### src/rtl/exec_config.svh
`ifndef EXEC_CONFIG_SVH
`define EXEC_CONFIG_SVH

// width of the integer datapath and of every operand and result
`define XLEN 32

// the restoring divider retires one quotient bit per iteration,
// so it needs as many iterations as there are data bits
`define DIV_CYCLES `XLEN

// width of a register address
`define REG_AW 5

`endif

### src/rtl/exec_pkg.sv
`include "exec_config.svh"

package exec_pkg;

  typedef logic [`REG_AW-1:0] reg_addr_t;

  typedef enum logic [3:0] {
    ALU_ADD = 4'd0,
    ALU_SUB = 4'd1,
    ALU_AND = 4'd2,
    ALU_OR  = 4'd3,
    ALU_XOR = 4'd4,
    ALU_SLL = 4'd5,
    ALU_SRL = 4'd6,
    ALU_SLT = 4'd7
  } alu_op_e;

  typedef enum logic [3:0] {
    BR_BEQ = 4'd0,
    BR_BNE = 4'd1,
    BR_BLT = 4'd2,
    BR_BGE = 4'd3
  } branch_op_e;

  // read as branch_op when the branch flag is set, otherwise as alu_op
  // a division reads alu_op: ALU_ADD gives the quotient, anything else the remainder
  typedef union packed {
    alu_op_e    alu_op;
    branch_op_e branch_op;
  } func_u;

  typedef enum logic [3:0] {
    EXC_NONE       = 4'd0,
    EXC_ILLEGAL    = 4'd2,
    EXC_BREAKPOINT = 4'd3,
    EXC_ECALL      = 4'd11
  } ecause_e;

  typedef struct packed {
    logic valid;
    logic wren;
    logic rden1;
    logic rden2;
    logic use_imm;
    logic branch;
    logic jal;
    logic jalr;
    logic division;
    logic illegal;
    logic ebreak;
    logic ecall;
  } op_flags_t;

  typedef struct packed {
    op_flags_t        op;
    func_u            func;
    logic [`XLEN-1:0] pc;
    logic [`XLEN-1:0] npc;
    logic [`XLEN-1:0] imm;
    logic [`XLEN-1:0] instr;
    reg_addr_t        raddr1;
    reg_addr_t        raddr2;
    reg_addr_t        waddr;
    logic [`XLEN-1:0] rdata1;
    logic [`XLEN-1:0] rdata2;
  } lane_in_t;

  typedef struct packed {
    logic             valid;
    logic             wren;
    reg_addr_t        waddr;
    logic [`XLEN-1:0] wdata;
    logic             exception;
    ecause_e          ecause;
    logic [`XLEN-1:0] etval;
    logic             jump;
    logic [`XLEN-1:0] target;
  } lane_out_t;

  typedef struct packed {
    lane_in_t lane0;
    lane_in_t lane1;
  } pair_in_t;

  typedef struct packed {
    lane_out_t lane0;
    lane_out_t lane1;
  } pair_out_t;

  typedef struct packed {
    logic [`XLEN-1:0] rdata1;
    logic [`XLEN-1:0] rdata2;
    logic [`XLEN-1:0] imm;
    logic             use_imm;
    alu_op_e          alu_op;
  } alu_in_t;

  localparam lane_out_t init_lane_out = '{
    valid: 1'b0,
    wren: 1'b0,
    waddr: '0,
    wdata: '0,
    exception: 1'b0,
    ecause: EXC_NONE,
    etval: '0,
    jump: 1'b0,
    target: '0
  };

endpackage

### src/rtl/operand_forward.sv
`timescale 1ns/1ps
`include "exec_config.svh"

module operand_forward
  import exec_pkg::*;
(
  input  pair_in_t  pair_in,
  input  pair_out_t result,
  output pair_in_t  pair_fwd
);

  function automatic logic [`XLEN-1:0] forward(
    input logic             rden,
    input reg_addr_t        raddr,
    input logic [`XLEN-1:0] rdata,
    input pair_out_t        res
  );
    logic [`XLEN-1:0] data;
    data = rdata;
    // x0 always reads as the register file gives it
    if (rden && raddr != '0) begin
      if (res.lane0.wren && res.lane0.waddr == raddr) begin
        data = res.lane0.wdata;
      end
      // lane 1 is later in program order and overrides lane 0
      if (res.lane1.wren && res.lane1.waddr == raddr) begin
        data = res.lane1.wdata;
      end
    end
    return data;
  endfunction

  always_comb begin
    pair_fwd = pair_in;
    pair_fwd.lane0.rdata1 = forward(pair_in.lane0.op.rden1, pair_in.lane0.raddr1,
                                    pair_in.lane0.rdata1, result);
    pair_fwd.lane0.rdata2 = forward(pair_in.lane0.op.rden2, pair_in.lane0.raddr2,
                                    pair_in.lane0.rdata2, result);
    pair_fwd.lane1.rdata1 = forward(pair_in.lane1.op.rden1, pair_in.lane1.raddr1,
                                    pair_in.lane1.rdata1, result);
    pair_fwd.lane1.rdata2 = forward(pair_in.lane1.op.rden2, pair_in.lane1.raddr2,
                                    pair_in.lane1.rdata2, result);
  end

endmodule

### src/rtl/int_alu.sv
`timescale 1ns/1ps
`include "exec_config.svh"

module int_alu
  import exec_pkg::*;
(
  input  logic [`XLEN-1:0] rdata1,
  input  logic [`XLEN-1:0] rdata2,
  input  logic [`XLEN-1:0] imm,
  input  logic             use_imm,
  input  alu_op_e          alu_op,
  output logic [`XLEN-1:0] result
);

  logic [`XLEN-1:0] operand2;
  logic [4:0]       shamt;
  logic             less;

  assign operand2 = use_imm ? imm : rdata2;
  assign shamt = operand2[4:0];
  assign less = $signed(rdata1) < $signed(operand2);

  always_comb begin
    case (alu_op)
      ALU_ADD: result = rdata1 + operand2;
      ALU_SUB: result = rdata1 - operand2;
      ALU_AND: result = rdata1 & operand2;
      ALU_OR:  result = rdata1 | operand2;
      ALU_XOR: result = rdata1 ^ operand2;
      ALU_SLL: result = rdata1 << shamt;
      ALU_SRL: result = rdata1 >> shamt;
      ALU_SLT: result = {{(`XLEN-1){1'b0}}, less};
      default: result = '0;
    endcase
  end

endmodule

### src/rtl/serial_divider.sv
`timescale 1ns/1ps
`include "exec_config.svh"

module serial_divider (
  input  logic             clock,
  input  logic             reset,
  input  logic             start,
  input  logic             abort,
  input  logic             rem_sel,
  input  logic [`XLEN-1:0] dividend,
  input  logic [`XLEN-1:0] divisor,
  output logic [`XLEN-1:0] quotient_or_rem,
  output logic             done
);

  logic                            busy;
  logic [$clog2(`DIV_CYCLES)-1:0] count;
  logic [`XLEN-1:0]                quotient;
  logic [`XLEN-1:0]                remainder;
  logic [`XLEN-1:0]                divisor_q;
  logic                            rem_sel_q;
  logic [`XLEN:0]                  shifted;
  logic [`XLEN:0]                  diff;

  // the dividend shifts out of the quotient register MSB first
  // while the new quotient bits shift in at the bottom
  assign shifted = {remainder, quotient[`XLEN-1]};
  assign diff = shifted - {1'b0, divisor_q};

  always_ff @(posedge clock) begin
    if (!reset) begin
      busy <= 1'b0;
      done <= 1'b0;
      count <= '0;
    end else if (abort) begin
      busy <= 1'b0;
      done <= 1'b0;
    end else begin
      done <= 1'b0;
      if (start && !busy) begin
        busy <= 1'b1;
        count <= '0;
      end else if (busy) begin
        count <= count + 1'b1;
        if (count == `DIV_CYCLES - 1) begin
          busy <= 1'b0;
          done <= 1'b1;
        end
      end
    end
  end

  // with a zero divisor no subtraction ever borrows, which yields all ones
  // and leaves the dividend as the remainder
  always_ff @(posedge clock) begin
    if (start && !busy) begin
      quotient <= dividend;
      remainder <= '0;
      divisor_q <= divisor;
      rem_sel_q <= rem_sel;
    end else if (busy) begin
      if (!diff[`XLEN]) begin
        remainder <= diff[`XLEN-1:0];
        quotient <= {quotient[`XLEN-2:0], 1'b1};
      end else begin
        remainder <= shifted[`XLEN-1:0];
        quotient <= {quotient[`XLEN-2:0], 1'b0};
      end
    end
  end

  assign quotient_or_rem = rem_sel_q ? remainder : quotient;

endmodule

### src/rtl/execute_stage.sv
`timescale 1ns/1ps
`include "exec_config.svh"

module execute_stage
  import exec_pkg::*;
(
  input  logic             clock,
  input  logic             reset,
  input  pair_in_t         pair_fwd,
  input  logic             hold,
  input  logic             clear,
  input  logic [`XLEN-1:0] alu0_result,
  input  logic [`XLEN-1:0] alu1_result,
  input  logic [`XLEN-1:0] div_result,
  input  logic             div_done,
  output alu_in_t          alu0_operands,
  output alu_in_t          alu1_operands,
  output logic             div_start,
  output logic             div_abort,
  output logic             div_rem_sel,
  output logic [`XLEN-1:0] div_dividend,
  output logic [`XLEN-1:0] div_divisor,
  output pair_out_t        result,
  output logic             stall
);

  logic             cmp_sel0;
  logic             cmp_taken;
  logic [`XLEN-1:0] cmp_a;
  logic [`XLEN-1:0] cmp_b;
  branch_op_e       cmp_op;
  lane_out_t        out0;
  lane_out_t        out1;
  logic             squash1;
  logic             div_req0;
  logic             div_req1;
  logic             div_active;
  logic             div_finished;
  pair_out_t        result_next;

  function automatic lane_out_t build_lane(
    input lane_in_t         l,
    input logic [`XLEN-1:0] alu_data,
    input logic             taken,
    input logic [`XLEN-1:0] div_data
  );
    lane_out_t o;
    o = init_lane_out;
    if (l.op.valid) begin
      o.valid = 1'b1;
      o.wren = l.op.wren;
      o.waddr = l.waddr;
      o.jump = l.op.jal | l.op.jalr | (l.op.branch & taken);
      o.target = l.pc + l.imm;
      if (l.op.jalr) begin
        o.target = l.rdata1 + l.imm;
        o.target[0] = 1'b0;
      end
      if (l.op.division) begin
        o.wdata = div_data;
      end else if (o.jump) begin
        o.wdata = l.npc;
      end else begin
        o.wdata = alu_data;
      end
      if (l.op.illegal) begin
        o.ecause = EXC_ILLEGAL;
      end else if (l.op.ebreak) begin
        o.ecause = EXC_BREAKPOINT;
      end else if (l.op.ecall) begin
        o.ecause = EXC_ECALL;
      end
      if (l.op.illegal | l.op.ebreak | l.op.ecall) begin
        o.exception = 1'b1;
        o.etval = l.instr;
        o.wren = 1'b0;
        o.jump = 1'b0;
      end
    end
    return o;
  endfunction

  assign alu0_operands = '{rdata1: pair_fwd.lane0.rdata1, rdata2: pair_fwd.lane0.rdata2,
                           imm: pair_fwd.lane0.imm, use_imm: pair_fwd.lane0.op.use_imm,
                           alu_op: pair_fwd.lane0.func.alu_op};
  assign alu1_operands = '{rdata1: pair_fwd.lane1.rdata1, rdata2: pair_fwd.lane1.rdata2,
                           imm: pair_fwd.lane1.imm, use_imm: pair_fwd.lane1.op.use_imm,
                           alu_op: pair_fwd.lane1.func.alu_op};

  // one comparator for the pair, lane 0 has first claim on it
  assign cmp_sel0 = pair_fwd.lane0.op.valid & pair_fwd.lane0.op.branch;
  assign cmp_a = cmp_sel0 ? pair_fwd.lane0.rdata1 : pair_fwd.lane1.rdata1;
  assign cmp_b = cmp_sel0 ? pair_fwd.lane0.rdata2 : pair_fwd.lane1.rdata2;
  assign cmp_op = cmp_sel0 ? pair_fwd.lane0.func.branch_op : pair_fwd.lane1.func.branch_op;

  always_comb begin
    case (cmp_op)
      BR_BEQ:  cmp_taken = cmp_a == cmp_b;
      BR_BNE:  cmp_taken = cmp_a != cmp_b;
      BR_BLT:  cmp_taken = $signed(cmp_a) < $signed(cmp_b);
      BR_BGE:  cmp_taken = $signed(cmp_a) >= $signed(cmp_b);
      default: cmp_taken = 1'b0;
    endcase
  end

  assign out0 = build_lane(pair_fwd.lane0, alu0_result, cmp_taken, div_result);
  assign out1 = build_lane(pair_fwd.lane1, alu1_result, cmp_taken & ~cmp_sel0, div_result);
  assign squash1 = out0.jump | out0.exception;

  assign div_req0 = pair_fwd.lane0.op.valid & pair_fwd.lane0.op.division & ~out0.exception;
  assign div_req1 = pair_fwd.lane1.op.valid & pair_fwd.lane1.op.division & ~out1.exception
                    & ~squash1;
  assign div_dividend = div_req0 ? pair_fwd.lane0.rdata1 : pair_fwd.lane1.rdata1;
  assign div_divisor = div_req0 ? pair_fwd.lane0.rdata2 : pair_fwd.lane1.rdata2;
  assign div_rem_sel = div_req0 ? (pair_fwd.lane0.func.alu_op != ALU_ADD)
                                : (pair_fwd.lane1.func.alu_op != ALU_ADD);

  // a result that finishes under hold waits in the divider until hold drops
  assign div_start = (div_req0 | div_req1) & ~div_active & ~div_finished & ~hold & ~clear;
  assign div_abort = clear;
  assign stall = ~clear & (div_active ? ~div_done : div_start);

  always_comb begin
    result_next.lane0 = out0;
    result_next.lane1 = squash1 ? init_lane_out : out1;
    if (stall) begin
      result_next.lane0 = init_lane_out;
      result_next.lane1 = init_lane_out;
    end
  end

  always_ff @(posedge clock) begin
    if (!reset || clear) begin
      div_active <= 1'b0;
      div_finished <= 1'b0;
    end else begin
      if (div_start) begin
        div_active <= 1'b1;
      end else if (div_done) begin
        div_active <= 1'b0;
      end
      if (div_done && hold) begin
        div_finished <= 1'b1;
      end else if (!hold) begin
        div_finished <= 1'b0;
      end
    end
  end

  always_ff @(posedge clock) begin
    if (!reset || clear) begin
      result <= '{lane0: init_lane_out, lane1: init_lane_out};
    end else if (!hold) begin
      result <= result_next;
    end
  end

endmodule

### src/rtl/exec_top.sv
`timescale 1ns/1ps
`include "exec_config.svh"

module exec_top
  import exec_pkg::*;
(
  input  logic      clock,
  input  logic      reset,
  input  pair_in_t  pair_in,
  input  logic      hold,
  input  logic      clear,
  output pair_out_t result,
  output logic      stall
);

  pair_in_t         pair_fwd;
  alu_in_t          alu0_operands;
  alu_in_t          alu1_operands;
  logic [`XLEN-1:0] alu0_result;
  logic [`XLEN-1:0] alu1_result;
  logic             div_start;
  logic             div_abort;
  logic             div_rem_sel;
  logic [`XLEN-1:0] div_dividend;
  logic [`XLEN-1:0] div_divisor;
  logic [`XLEN-1:0] div_result;
  logic             div_done;

  operand_forward operand_forward_i (
    .pair_in  (pair_in),
    .result   (result),
    .pair_fwd (pair_fwd)
  );

  int_alu int_alu0_i (
    .rdata1  (alu0_operands.rdata1),
    .rdata2  (alu0_operands.rdata2),
    .imm     (alu0_operands.imm),
    .use_imm (alu0_operands.use_imm),
    .alu_op  (alu0_operands.alu_op),
    .result  (alu0_result)
  );

  int_alu int_alu1_i (
    .rdata1  (alu1_operands.rdata1),
    .rdata2  (alu1_operands.rdata2),
    .imm     (alu1_operands.imm),
    .use_imm (alu1_operands.use_imm),
    .alu_op  (alu1_operands.alu_op),
    .result  (alu1_result)
  );

  serial_divider serial_divider_i (
    .clock           (clock),
    .reset           (reset),
    .start           (div_start),
    .abort           (div_abort),
    .rem_sel         (div_rem_sel),
    .dividend        (div_dividend),
    .divisor         (div_divisor),
    .quotient_or_rem (div_result),
    .done            (div_done)
  );

  execute_stage execute_stage_i (
    .clock         (clock),
    .reset         (reset),
    .pair_fwd      (pair_fwd),
    .hold          (hold),
    .clear         (clear),
    .alu0_result   (alu0_result),
    .alu1_result   (alu1_result),
    .div_result    (div_result),
    .div_done      (div_done),
    .alu0_operands (alu0_operands),
    .alu1_operands (alu1_operands),
    .div_start     (div_start),
    .div_abort     (div_abort),
    .div_rem_sel   (div_rem_sel),
    .div_dividend  (div_dividend),
    .div_divisor   (div_divisor),
    .result        (result),
    .stall         (stall)
  );

endmodule

### config.mk
export PLATFORM = sky130hd
export DESIGN_NAME = exec_top
export DESIGN_NICKNAME = d
export VERILOG_FILES = /design/src/rtl/exec_pkg.sv /design/src/rtl/operand_forward.sv /design/src/rtl/int_alu.sv /design/src/rtl/serial_divider.sv /design/src/rtl/execute_stage.sv /design/src/rtl/exec_top.sv
export VERILOG_INCLUDE_DIRS = /design/src /design/src/rtl
export SDC_FILE = /design/constraint.sdc
export NUM_CORES = 2
export LEC_CHECK = 0
export BUFFER_PORTS_ARGS = -buffer_cell sky130_fd_sc_hd__buf_2
export CELL_PAD_IN_SITES_DETAIL_PLACEMENT = 2
export CELL_PAD_IN_SITES_GLOBAL_PLACEMENT = 2
export CORE_ASPECT_RATIO = 0.75
export CORE_UTILIZATION = 37
export CTS_BUF_LIST = sky130_fd_sc_hd__clkbuf_4
export DETAILED_ROUTE_END_ITERATION = 6
export PLACE_DENSITY_LB_ADDON = 0.25
export SYNTH_ARGS = -nofsm -noshare
export SYNTH_HDL_FRONTEND = slang
export SYNTH_SLANG_ARGS = --single-unit
### constraint.sdc
create_clock -name clock -period 11.2 [get_ports clock]
set_clock_uncertainty 0.1 [all_clocks]
set_input_delay 1.12 -clock clock [delete_from_list [all_inputs] [get_ports clock]]
set_output_delay 1.12 -clock clock [all_outputs]
set_load 0.02 [all_outputs]
==> flow_summary_export.csv <==
group,metric,value,unit
setup_path,critPathLaunchType,"flip-flop",
cells_and_area,multiInputGateArea,0.0324,mm^2
logic_synthesis,yosysTopAreaCell,"dfxtp_1",
sta,fmax,0.0871,GHz
flow_run,cap_viol_max_count,6,
sta,worst_pin_slew,1.69,ns
grt,antenna_found_initial,72,
setup_path,critPathCaptureType,"output port",
detailed_routing,routed_wl,357000,um
sta,hold_violations,0,
detailed_routing,antenna_left,0,
logic_synthesis,synth_edf_count,65,
cells_and_area,area_delta_synth_final,16.3,%
logic_synthesis,synthArstFlopShare,0,
die,fp.dieH,294,um
logic_synthesis,synth.distinct_cells,104,
cells_and_area,stdcell_count,7976,
logic_synthesis,ys_seq_elements,322,
clocking,insertion_delay,1.26,ns
logic_synthesis,yosys-top-cells-area,"dfxtp_1, ha_1, mux2i_1, a21oi_1, nor2_1",
sta,fin_ws,-0.282,ns
detailed_routing,dr.first_iter.drc_count,9879,
clocking,cts_tree,"built",
sta,setup_violations,1,
cells_and_area,fillers,13000,
logic_synthesis,synth_top_area_share,0.122,
power_and_ir_drop,power_density,120,mW/mm^2
clocking,htree_levels,3,
grt,grt_pass1_vias,58700,
logic_synthesis,synth_area,0.0420,mm^2
grt,grtUsageTotal,0.596,
placed_design,dpl_worst_slack,1.45,ns
setup_path,worstPathMaxFanout,30,
detailed_routing,dr.pass1.iters,7,
min_path,min_path_type,"in2reg",
placed_design,post-place-cells,7748,
placed_design,portBuffers,666,
clocking,cts_resized,0,
sta,period_share,1.03,
grt,grt_max_degree,128,
placed_design,gp_congestion,1.17,
cells_and_area,drive_gt1_frac,0.192,
sta,setup_tns,-0.282,ns
detailed_routing,viasPerCell,7.49,
sta,fin_crit,11.48,ns
detailed_routing,wire_per_inst,44.8,um
power_and_ir_drop,peakVddDrop,79.7,uV
logic_synthesis,syn_inst,5746,
setup_path,arrival,10.26,ns
status,violations,"design-rule violations, max-capacitance violations, max-slew violations, negative setup slack",
cells_and_area,nNetsFinal,7180,
clocking,cts.sink_count,322,
status,outcome,"finished with violations",
die,die_w,391,um
logic_synthesis,synthFlopType,"dfxtp_1",
logic_synthesis,syn_avg_cell_area,7.32,um^2
cells_and_area,final_common_cell,"buf_2",
clocking,clock_path_buffers,3,
clocking,cts_root_buf,"clkbuf_4",
cells_and_area,seqCellArea,0.00710,mm^2
grt,grt_pass1_wl,482000,um
grt,gr-total-overflow,0,
die,std_cell_rows,106,
detailed_routing,drc,70,
sta,rsz0062_at_grt,"no",
die,initial_core_util,0.375,
die,die-area,0.115,mm^2
detailed_routing,via_count,59700,
die,core-area,0.112,mm^2
setup_path,worstSetupPathType,"reg2out",
clocking,clk_pin_slew,0.08,ns
logic_synthesis,yosysWarningCount,0,
sta,maxSlewHeadroom,-0.125,
power_and_ir_drop,p_leak,21.9,nW
sta,slew_violations,15,
die,pin_count,669,
placed_design,hpwl,270000,um
clocking,numCtsBuffers,98,
cells_and_area,layout_common_cells,"buf_2, nor2_1, nand2_1",
logic_synthesis,ys_seq_area_frac,0.169,
setup_path,worst_ep_required_time,9.98,ns
-- per-stage QoR --
step | total power, mW | hold slack, ns | utilization | cell area, um^2
detailed placement | 4.09 | 0.342 | 0.423 | 47400
global route | 5.88 | 0.0147 | 0.436 | 48800
CTS | 5.59 | 0.00201 | 0.435 | 48800
finish | 5.88 | 0.00467 | 0.436 | 48900
floorplan | 2.91 | 0.319 | - | 42100
global placement | 3.95 | 0.327 | 0.423 | 47400
-- worst max-delay path, stage by stage, from the launching register on --
cell,delay [ns]
dfxtp_1,0.97
xnor2_1,0.24
nand4_1,0.41
nor2_2,0.25
buf_4,0.36
o21ai_4,0.23
a221oi_2,0.94
inv_1,0.69
nand2_1,0.18
o21ai_0,0.12
ha_1,0.32
nor2b_1,0.14
o211ai_1,0.18
a21oi_1,0.18
o21a_1,0.27
o41a_1,0.45
or3_1,0.43
a2111o_1,0.43
a311oi_1,1.12
buf_4,0.28
o21ai_1,0.08
buf_4,0.29
o21ai_0,0.18
buf_2,0.24
-- synthesized netlist by cell type, types with 31 or more instances --
library cell,instances
o21a_1,42
a21o_1,90
a22oi_1,47
nand2b_1,43
a211oi_1,90
and3_1,69
buf_2,79
o22ai_1,130
a21oi_1,520
dfxtp_1,257
o211ai_1,98
nor2_1,570
nor2b_1,47
a22o_1,105
nand4_1,38
nand3_1,101
xor2_1,82
o31ai_1,34
a221oi_1,49
nand2_1,535
mux2_2,70
mux2i_1,294
edfxtp_1,65
o21ai_0,379
inv_1,279
ha_1,382
buf_1,45
xnor2_1,145
nor3_1,137
a31oi_1,88
clkbuf_1,248
a32o_1,31
o21bai_1,47
-- cell families (layout without fill, tap and decap cells) --
logic type,after synthesis,after routing,synth area share
adders and majority gates,391,391,0.118
muxes,364,364,0.0887
buffers and inverters,688,1356,0.0662
AOI/OAI and AO/OA,2069,2069,0.331
DFF,322,322,0.169
other,1,51,0.0000892
xor gates and xnor gates,227,227,0.0473
and+or+nand+nor,1684,1684,0.180
-- final timing paths --
kind / cells past startpoint / to / from / slack, ns
worst min register to register: 2 / execute_stage_i.result[217] / execute_stage_i.result[217] / 0.36
worst max register to register: 25 / serial_divider_i.quotient[29] / execute_stage_i.result[102] / 0.71
worst max-delay path: 23 / stall / execute_stage_i.result[102] / -0.28
worst min-delay path: 2 / execute_stage_i.result[167] / pair_in[327] / 0.005
-- where the power goes --
group / switching, mW / internal (mW) / leakage, nW
logic: 2.18 / 0.901 / 18.5
clock network: 0.799 / 0.622 / 0.771
registers: 0.140 / 1.24 / 2.68
-- layout make-up --
type,instances,area share
Tap cell,1512,0.0387
Antenna cell,49,0.00251
Clock buffer,151,0.0232
Multi-Input combinational cell,4737,0.662
Sequential cell,322,0.145
Inverter,297,0.0229
Timing Repair Buffer,883,0.102
Clock inverter,25,0.00333
-- flip-flops by register name, indices dropped and copies added (netlist names) --
register                      cells
serial_divider_i.remainder       32
execute_stage_i.div_finished      1
serial_divider_i.count            5
execute_stage_i.div_active        1
serial_divider_i.quotient        32
serial_divider_i.busy             1
serial_divider_i.done             1
execute_stage_i.result          216
serial_divider_i.rem_sel_q        1
serial_divider_i.divisor_q       32
-- what timing repair did --
item                                   in CTS  in global routing
hold buffers                                2                  0
endpoints found under the hold margin       2                  0
buffers inserted                            0                  0
-- layer usage --
| metal | routed length [um] | global-route usage | share of wire |
|---|---|---|---|
| met3 | 64000 | 0.368 | 0.18 |
| met4 | 30600 | 0.415 | 0.086 |
| met1 | 129000 | 0.698 | 0.36 |
| met5 | 667 | 0.0283 | 0.0019 |
| met2 | 133000 | 0.782 | 0.37 |
(Power assumes the default switching activity.)
